--- src/cpu_control_pkg.sv ---
package cpu_control_pkg;

    // Debounce filter length, 20 us at 50 MHz
    localparam int DEBOUNCE_CYCLES = 1000;
    localparam int DEBOUNCE_CNT_W  = $clog2(DEBOUNCE_CYCLES + 1);

    // PLL model, reference clocks from reset release to lock
    localparam int LOCK_CYCLES = 64;
    localparam int LOCK_CNT_W  = $clog2(LOCK_CYCLES + 1);

    // System clocks that reset is held after lock
    localparam int RESET_HOLD_CYCLES = 16;
    localparam int HOLD_CNT_W        = $clog2(RESET_HOLD_CYCLES + 1);

    // Heartbeat half period, 0.2 s at 50 MHz
    localparam int                HB_PERIOD_W            = 32;
    localparam logic [31:0]       HEARTBEAT_HALF_DEFAULT = 32'd10_000_000;

    // Board widths
    localparam int LED_W      = 8;
    localparam int BUTTON_W   = 3;
    localparam int BIST_W     = 3;
    localparam int BIST_CNT_W = 8;

    // Wishbone bus widths
    localparam int WB_ADR_W = 2;
    localparam int WB_SEL_W = 8;
    localparam int WB_DAT_W = 32;
    localparam int WB_BYTES = WB_DAT_W / 8;

    // Register word addresses
    localparam logic [WB_ADR_W-1:0] REG_LED        = 2'd0;
    localparam logic [WB_ADR_W-1:0] REG_HB_HALF    = 2'd1;
    localparam logic [WB_ADR_W-1:0] REG_STATUS     = 2'd2;
    localparam logic [WB_ADR_W-1:0] REG_BIST_COUNT = 2'd3;

    // Master to slave, classic cycle
    typedef struct packed {
        logic                cyc;
        logic                stb;
        logic                we;
        logic [WB_ADR_W-1:0] adr;
        logic [WB_SEL_W-1:0] sel;
        logic [WB_DAT_W-1:0] dat;
    } wb_req_t;

    // Slave to master
    typedef struct packed {
        logic                ack;
        logic [WB_DAT_W-1:0] dat;
    } wb_rsp_t;

    // Pressed bits, active high
    // Button 0 (start) sits in bit 0
    typedef struct packed {
        logic aux2;
        logic aux1;
        logic start;
    } user_buttons_t;

endpackage

--- src/debouncer.sv ---
`timescale 1ns/1ns

module debouncer
    import cpu_control_pkg::*;
#(
    parameter type sample_t = logic
)
(
    input  logic    clk_i,
    input  sample_t sig_i,
    output sample_t sig_o
);

    // Accepted level and count of differing samples
    // Power-up values only, the first stable stretch settles them
    sample_t                   accepted_q = sample_t'(0);
    logic [DEBOUNCE_CNT_W-1:0] diff_cnt_q = '0;

    logic differs;

    // Whole payload compared as one word
    assign differs = (sig_i != accepted_q);

    always_ff @(posedge clk_i)
    begin
        if (!differs)
        begin
            // Input back at accepted level, restart the filter
            diff_cnt_q <= '0;
        end
        else if (diff_cnt_q == DEBOUNCE_CNT_W'(DEBOUNCE_CYCLES))
        begin
            // Stable long enough, take the new level
            accepted_q <= sig_i;
            diff_cnt_q <= '0;
        end
        else
        begin
            diff_cnt_q <= diff_cnt_q + 1'b1;
        end
    end

    assign sig_o = accepted_q;

endmodule

--- src/clock_reset_gen.sv ---
`timescale 1ns/1ns

module clock_reset_gen
    import cpu_control_pkg::*;
(
    input  logic pll_refclk_i,
    input  logic pll_rst_i,
    output logic sys_clk_o,
    output logic pll_locked_o,
    output logic sys_rst_o
);

    // Lock counter starts at zero on configuration
    logic [LOCK_CNT_W-1:0] lock_cnt_q = '0;

    logic [HOLD_CNT_W-1:0] hold_cnt_q;
    logic                  hold_active;
    logic [1:0]            rst_sync_q;

    // No frequency change in this model
    assign sys_clk_o = pll_refclk_i;

    // Lock counter, held clear while the PLL is in reset
    always_ff @(posedge pll_refclk_i)
    begin
        if (pll_rst_i)
        begin
            lock_cnt_q <= '0;
        end
        else if (lock_cnt_q != LOCK_CNT_W'(LOCK_CYCLES))
        begin
            lock_cnt_q <= lock_cnt_q + 1'b1;
        end
    end

    // Saturated count means lock
    assign pll_locked_o = (lock_cnt_q == LOCK_CNT_W'(LOCK_CYCLES));

    // Reset stretch after lock
    always_ff @(posedge sys_clk_o)
    begin
        if (!pll_locked_o)
        begin
            hold_cnt_q <= '0;
        end
        else if (hold_active)
        begin
            hold_cnt_q <= hold_cnt_q + 1'b1;
        end
    end

    assign hold_active = (hold_cnt_q != HOLD_CNT_W'(RESET_HOLD_CYCLES));

    // Two-flop release synchroniser
    // Loaded with ones while lock is low
    always_ff @(posedge sys_clk_o)
    begin
        if (!pll_locked_o)
        begin
            rst_sync_q <= 2'b11;
        end
        else
        begin
            rst_sync_q <= {rst_sync_q[0], hold_active};
        end
    end

    // Loss of lock asserts reset at once, release goes through the flops
    assign sys_rst_o = rst_sync_q[1] | ~pll_locked_o;

endmodule

--- src/edge_detector.sv ---
`timescale 1ns/1ns

module edge_detector
(
    input  logic clk_i,
    input  logic rst_i,
    input  logic signal_i,
    output logic rise_detected_o,
    output logic fall_detected_o
);

    // Previous level of the input
    logic prev_q;
    logic rise_q;
    logic fall_q;

    always_ff @(posedge clk_i)
    begin
        if (rst_i)
        begin
            prev_q <= 1'b0;
            rise_q <= 1'b0;
            fall_q <= 1'b0;
        end
        else
        begin
            prev_q <= signal_i;
            // Registered pulses, one cycle wide
            rise_q <= signal_i & ~prev_q;
            fall_q <= ~signal_i & prev_q;
        end
    end

    assign rise_detected_o = rise_q;
    assign fall_detected_o = fall_q;

endmodule

--- src/heartbeat_gen.sv ---
`timescale 1ns/1ns

module heartbeat_gen
    import cpu_control_pkg::*;
(
    input  logic                   clk_i,
    input  logic                   rst_i,
    input  logic [HB_PERIOD_W-1:0] half_period_i,
    output logic                   heartbeat_o
);

    logic [HB_PERIOD_W-1:0] count_q;
    logic                   beat_q;

    always_ff @(posedge clk_i)
    begin
        if (rst_i)
        begin
            count_q <= '0;
            beat_q  <= 1'b0;
        end
        // At or above, so a shorter period cuts the current count short
        else if (count_q >= half_period_i)
        begin
            count_q <= '0;
            beat_q  <= ~beat_q;
        end
        else
        begin
            count_q <= count_q + 1'b1;
        end
    end

    // Toggles are half_period_i + 1 cycles apart
    assign heartbeat_o = beat_q;

endmodule

--- src/control_regs.sv ---
`timescale 1ns/1ns

module control_regs
    import cpu_control_pkg::*;
(
    input  logic                   clk_i,
    input  logic                   rst_i,
    input  wb_req_t                wb_req_i,
    output wb_rsp_t                wb_rsp_o,
    input  user_buttons_t          buttons_i,
    input  logic                   bist_start_i,
    input  logic [BIST_W-1:0]      bist_status_i,
    input  logic                   heartbeat_i,
    output logic [LED_W-1:0]       led_o,
    output logic [HB_PERIOD_W-1:0] hb_half_o
);

    logic [LED_W-1:0]       led_q;
    logic [HB_PERIOD_W-1:0] hb_half_q;
    logic [BIST_CNT_W-1:0]  bist_cnt_q;
    logic                   ack_q;
    logic [WB_DAT_W-1:0]    rd_dat_q;

    logic                   req_valid;
    logic                   wr_en;
    logic [WB_DAT_W-1:0]    rd_mux;

    // Byte lane merge of write data into the old register value
    function automatic logic [WB_DAT_W-1:0] merge_bytes(
        input logic [WB_DAT_W-1:0] old_v,
        input logic [WB_DAT_W-1:0] new_v,
        input logic [WB_SEL_W-1:0] sel
    );
        logic [WB_DAT_W-1:0] res;
        res = old_v;
        for (int i = 0; i < WB_BYTES; i++)
        begin
            if (sel[i])
            begin
                res[8*i +: 8] = new_v[8*i +: 8];
            end
        end
        return res;
    endfunction

    // New request, ack not yet given
    assign req_valid = wb_req_i.cyc & wb_req_i.stb & ~ack_q;
    assign wr_en     = req_valid & wb_req_i.we;

    // Read data selection
    always_comb
    begin
        rd_mux = '0;
        case (wb_req_i.adr)
            REG_LED:        rd_mux = WB_DAT_W'(led_q);
            REG_HB_HALF:    rd_mux = WB_DAT_W'(hb_half_q);
            // Buttons, then BIST status, then heartbeat
            REG_STATUS:     rd_mux = WB_DAT_W'({heartbeat_i, bist_status_i, buttons_i});
            REG_BIST_COUNT: rd_mux = WB_DAT_W'(bist_cnt_q);
            default:        rd_mux = '0;
        endcase
    end

    // Bus handshake and read data, one wait cycle
    always_ff @(posedge clk_i)
    begin
        if (rst_i)
        begin
            ack_q    <= 1'b0;
            rd_dat_q <= '0;
        end
        else
        begin
            ack_q <= req_valid;
            if (req_valid)
            begin
                rd_dat_q <= rd_mux;
            end
        end
    end

    // Writable registers, visible on the ack cycle
    // Writes to status and BIST count fall through
    always_ff @(posedge clk_i)
    begin
        if (rst_i)
        begin
            led_q     <= '0;
            hb_half_q <= HEARTBEAT_HALF_DEFAULT;
        end
        else if (wr_en && wb_req_i.adr == REG_LED)
        begin
            led_q <= LED_W'(merge_bytes(WB_DAT_W'(led_q), wb_req_i.dat, wb_req_i.sel));
        end
        else if (wr_en && wb_req_i.adr == REG_HB_HALF)
        begin
            hb_half_q <= merge_bytes(hb_half_q, wb_req_i.dat, wb_req_i.sel);
        end
    end

    // BIST start counter, wraps
    always_ff @(posedge clk_i)
    begin
        if (rst_i)
        begin
            bist_cnt_q <= '0;
        end
        else if (bist_start_i)
        begin
            bist_cnt_q <= bist_cnt_q + 1'b1;
        end
    end

    assign wb_rsp_o.ack = ack_q;
    assign wb_rsp_o.dat = rd_dat_q;
    assign led_o        = led_q;
    assign hb_half_o    = hb_half_q;

endmodule

--- src/cpu_control.sv ---
`timescale 1ns/1ns

module cpu_control
    import cpu_control_pkg::*;
(
    input  logic                pll_refclk_i,
    input  logic                rst_button_i,
    input  logic [BUTTON_W-1:0] user_button_n_i,
    input  logic [BIST_W-1:0]   bist_status_i,
    input  wb_req_t             wb_req_i,
    output logic                clk_o,
    output logic                rst_o,
    output logic                pll_locked_o,
    output logic                heartbeat_o,
    output logic                bist_start_o,
    output logic [LED_W-1:0]    led_o,
    output wb_rsp_t             wb_rsp_o
);

    logic                   rst_button_db;
    user_buttons_t          buttons_raw;
    user_buttons_t          buttons_db;
    logic [HB_PERIOD_W-1:0] hb_half;

    // Reset button, filtered on the reference clock
    debouncer #(.sample_t(logic)) reset_button (
        .clk_i (pll_refclk_i),
        .sig_i (rst_button_i),
        .sig_o (rst_button_db)
    );

    // Button pressed holds the PLL model in reset
    clock_reset_gen clock_reset_gen (
        .pll_refclk_i (pll_refclk_i),
        .pll_rst_i    (~rst_button_db),
        .sys_clk_o    (clk_o),
        .pll_locked_o (pll_locked_o),
        .sys_rst_o    (rst_o)
    );

    // Active-low pins to pressed bits
    assign buttons_raw = user_buttons_t'(~user_button_n_i);

    debouncer #(.sample_t(user_buttons_t)) user_buttons (
        .clk_i (clk_o),
        .sig_i (buttons_raw),
        .sig_o (buttons_db)
    );

    // Press of button 0 starts BIST
    edge_detector start_command (
        .clk_i           (clk_o),
        .rst_i           (rst_o),
        .signal_i        (buttons_db.start),
        .rise_detected_o (bist_start_o),
        .fall_detected_o ()
    );

    heartbeat_gen heartbeat_gen (
        .clk_i         (clk_o),
        .rst_i         (rst_o),
        .half_period_i (hb_half),
        .heartbeat_o   (heartbeat_o)
    );

    control_regs control_regs (
        .clk_i         (clk_o),
        .rst_i         (rst_o),
        .wb_req_i      (wb_req_i),
        .wb_rsp_o      (wb_rsp_o),
        .buttons_i     (buttons_db),
        .bist_start_i  (bist_start_o),
        .bist_status_i (bist_status_i),
        .heartbeat_i   (heartbeat_o),
        .led_o         (led_o),
        .hb_half_o     (hb_half)
    );

endmodule

--- config.mk ---
export PLATFORM = sky130hd
export DESIGN_NAME = cpu_control
export DESIGN_NICKNAME = d
export VERILOG_FILES = /design/src/cpu_control_pkg.sv /design/src/debouncer.sv /design/src/clock_reset_gen.sv /design/src/edge_detector.sv /design/src/heartbeat_gen.sv /design/src/control_regs.sv /design/src/cpu_control.sv
export SDC_FILE = /design/constraint.sdc
export NUM_CORES = 1
export LEC_CHECK = 0
export ABC_AREA = 1
export ABC_CLOCK_PERIOD_IN_PS = 4250
export BUFFER_PORTS_ARGS = -buffer_cell sky130_fd_sc_hd__buf_2
export CAP_MARGIN = 20
export CORE_MARGIN = 4
export CORE_UTILIZATION = 51
export CTS_CLUSTER_DIAMETER = 80
export DETAILED_ROUTE_END_ITERATION = 6
export GPL_ROUTABILITY_DRIVEN = 0
export PLACE_DENSITY = 0.72
export REMOVE_ABC_BUFFERS = 1
export SLEW_MARGIN = 20
export SYNTH_ARGS = -nofsm -noshare
export SYNTH_HDL_FRONTEND = slang
export SYNTH_SLANG_ARGS = --single-unit
--- constraint.sdc ---
create_clock -name pll_refclk_i -period 4.25 [get_ports pll_refclk_i]
set_input_delay 0.85 -clock pll_refclk_i [delete_from_list [all_inputs] [get_ports pll_refclk_i]]
set_output_delay 0.85 -clock pll_refclk_i [all_outputs]
set_load 0.02 [all_outputs]
# == After elaboration in Yosys (flattened, before gate mapping) ==
# Cells that the tools add are included.
# op_classes
magnitude_cmp,1
shifts,0
eq_ne,10
div_mod_pow,0
reduce_logical,13
bitwise,13
multipliers,0
mux,1
addsub,6
# op_table
operator,n
$pmux 32 s4,1
$add 32x1->32 const B,1
$ge 32x32->1,1
$add 10x1->10 const B,2
$eq 10x10->1 const B,2
$reduce_and 3->1,4
$add 8x1->8 const B,1
$add 7x1->7 const B,1
$eq 7x7->1 const B,1
$ne 7x7->1 const B,1
$not 1->1,7
$reduce_and 2->1,3
$reduce_or 2->1,3
$add 5x1->5 const B,1
$ne 5x5->1 const B,1
$and 1x1->1,4
$eq 2x2->1 const B,2
$ne 3x3->1,1
$not 3->3,1
$eq 2x1->1 const B,1
$logic_and 1x1->1,2
$logic_not 2->1,1
$ne 1x1->1,1
$or 1x1->1,1
# word_totals
regBits,154
ramBits,0
memories,0
rom_bits,0
latchBits,0
output_inout_bits,46
word_cells,65
inputBits,53

# == Logic depth before layout (Yosys ltp) ==
# depth
ltp_word,6
depth_mapped,15
ltp_nobuf,15

# == Cells and area by module ==
# Synthesis repeated with hierarchy kept, for this count alone.
# unflattened
cells_unflattened,1098
area_unflattened_um2,7915.1
# by_module_without_submodules
mod,cells_each,area_each_um2,seq_area_each_um2,instances
control_regs,464,3365.7,1621.6,1
heartbeat_gen,384,2573.7,660.6,1
clock_reset_gen,86,675.6,280.3,1
debouncer (user_buttons),80,636.9,290.3,1
debouncer (reset_button),71,560.5,230.2,1
edge_detector,9,87.6,60.1,1
cpu_control,4,15.0,0.0,1

==> results.md <==
* Post-synthesis adder-cell area fraction at 7.09%
* Final setup viols at 0
* PortBufs at 94
* Maximum VDD drop at 0.000329 V
* Sequential share of the synthesized area at 42.2%
* DR vias at 6210
* Detailed-route DRC error count at 0
* Crit-path max cell delay at 0.15 ns
* Wire per inst at 12.9 microns
* Initial Util at 52.8%
* Critical path depth at 3
* Grt ovf at 0
* Die W at 129 microns
* Post-synth ARST share at 0%
* Relative slew margins at 39.1%
* Die Y at 129 microns
* Top Ports at 99
* Share of layout cells above drive strength 1 at 17.4%
* Post-synth EDFFs at 4
* P per Cell Area at 373 nW/um^2
* YS warnings at 0
* Post-Synth Simple-Gate Area at 23.9%
* Dpl cells at 1197
* Pin count of the biggest net entering global routing at 65
* Data required time of the worst path at 3.40 ns
* Max-cap violations at 0
* Leak at 0.00369 uW
* Vias in the first global route at 5915
* Leading area contributor after synthesis: dfxtp_1
* Worst skew pair latency at 0.54 ns
* Cell depth of the worst hold path at 1
* Crit Path Category: clock port to output pin
* Nets at 1134
* DR vias/cell at 5.04
* Fin area at 8630 sq um
* DRT antenna net count at 0
* XOR/XNOR Fraction of Synth Area at 3.31%
* Die area at 16500 sq um
* Unrepaired setup endpoints after global routing: false
* Number of diodes at 0
* Hold Vio Cnt, Final at 0
* Crit. End Element: output pin
* Final Skew at 0.00763 ns
* Top cells by area, synth: dfxtp_1 (41%), ha_1 (7.1%), nand2_1 (6.8%)
* R2r setup slk at 2.03 ns
* Post-synth top flop: dfxtp_1
* Post-Place Cell Area at 8000 sq um
* Setup bufs post-CTS at 0
* Multi-input logic area at 3630 sq um
* Overall power at 3220 uW
* Status: complete, no violations
* Syn Std Cell Area at 7410 sq um
* Post-synthesis mux area share at 0.135%
* Router iterations before antenna repair at 5
* Hold_buf cts at 0
* Detailed Route WL at 15900 microns
* Fill cells at 1286
* Crit path to: clk_o
* Core Region at 14000 sq um
* Num rows at 43
* Register area at 3120 sq um
* Max FO, Critical Path at 2
* Per-instance average area after synthesis at 7.83 sq um
* Worst setup startpoint: pll_refclk_i
* Min-delay worst type: flip-flop to flip-flop
* Largest family of logic cells by synthesized area: simple AND/OR/NAND/NOR gates
* GRT Util Overall at 20.2%
* Worst path cell trace: clkbuf_16 -> clkbuf_16 -> buf_2
* TritonCTS clock tree: done
* Worst R2R Start: clock_reset_gen.lock_cnt_q[0]
* Clock transition at the registers of the reported paths at 0.07 ns
* FF-to-FF End: heartbeat_gen.count_q[30]
* Fin cells at 1232
* Synth Instances at 946
* Fin Setup TNS at 0 ns
* Antenna violations before repair at 0
* Worst R2R Path Depth at 9
* P&R area growth vs syn at 16.5%
* Slew @ Worst Pin at 0.913 ns
* Yosys reg bits at 154
* Cts repair resizes at 0
* Unique masters post-synth at 44
* Synth top area share at 40.5%
* Detailed Route Iter0 Violations at 395
* Critical Path Start Type: clock port
* CP Buf/Inv Count at 3
* DP Wirelength at 11400 microns
* CP top delay family: buffers and inverters
* Commonest cells post-synth: dfxtp_1 (150), nand2_1 (135), inv_1 (134)
* Complex-gate fraction of the synthesized area at 14.5%
* First-pass GRT wire length at 27200 microns
* Max-slew violations at 0
* Most used cell, CP: clkbuf_16
* CP max stage cell: buf_2
* Most frequent cell after synthesis: dfxtp_1
* Critical path arrival at 2.52 ns
-- logic make-up (layout without fill, tap and decap cells) --
| family | after synthesis | after routing |
|---|---|---|
| AND/OR/NAND/NOR | 359 | 359 |
| AO/OA/AOI/OAI | 197 | 197 |
| buffers and inverters | 165 | 271 |
| flip-flops | 154 | 154 |
| adder cells (fa/ha/maj) | 42 | 42 |
| XOR/XNOR | 28 | 28 |
| multiplexers | 1 | 1 |
-- through the flow --
stage | worst slack [ns] | hold WS (ns) | utilization, %
global placement | 1.14 | 0.379 | 56.9
detailed placement | 1.14 | 0.384 | 56.9
finish | 0.883 | 0.395 | 61.5
global route | 0.875 | 0.419 | 61.5
floorplan | 0.738 | 0.373 | -
CTS | 0.878 | 0.394 | 61.5
-- worst min path at each step --
stage,start,end
floorplan,start_command.prev_q,start_command.rise_detected_o
global placement,start_command.prev_q,start_command.rise_detected_o
detailed placement,start_command.prev_q,start_command.rise_detected_o
CTS,start_command.prev_q,start_command.rise_detected_o
global route,start_command.prev_q,start_command.rise_detected_o
finish,start_command.prev_q,start_command.rise_detected_o
-- per-layer routing --
layer / global-route usage, % / share of wire (%) / vias up
met5: 0 / 0 / -
met4: 7.66 / 1.7 / 0
met3: 4.61 / 4.6 / 23
met2: 33.1 / 45 / 126
met1: 26.2 / 49 / 2780
li1: - / - / 3281
-- worst register-to-register path, stage by stage (launching register included) --
cell     delay, ns
dfxtp_1       0.33
inv_1         0.08
ha_1          0.15
nand2_1       0.06
nor3_2        0.11
nand3_2       0.21
nor2_8        0.14
buf_4         0.37
nand3_4       0.42
a21oi_1       0.26
-- flip-flops by register name, indices dropped and copies added, names as in the netlist, 7 cells and up --
name                        cells
control_regs.hb_half_o         32
control_regs.rd_dat_q          32
heartbeat_gen.count_q          32
reset_button.diff_cnt_q        10
user_buttons.diff_cnt_q        10
control_regs.bist_cnt_q         8
control_regs.led_o              8
clock_reset_gen.lock_cnt_q      7
-- power breakdown --
part,internal [uW],leakage (uW),switching (uW)
Sequential,1470,0.00125,20.6
Combinational,51.4,0.00214,75.4
Clock,950,0.000307,647
-- area by class of cell --
type | count | area share [%]
clock buffers | 23 | 6.06
clock inverters | 13 | 1.35
inverters | 139 | 6.05
multi-input cells | 627 | 42.1
flip-flops and latches | 154 | 36.2
well taps | 180 | 2.61
repair buffers | 96 | 5.65
-- cell usage in the layout, fill, tap and decap left out, types with 11 or more instances in the layout --
cell type and count:
dfxtp_1 150, xor2_1 19, nand2_1 135, o21ai_0 90, a21oi_1 73, inv_1 134
clkbuf_16 20, nand4_1 12, nor3_2 11, nor2_1 112, nor3_1 23, nand3_1 27
buf_2 94, ha_1 42
Note: power is estimated with default switching activity, not from simulation.
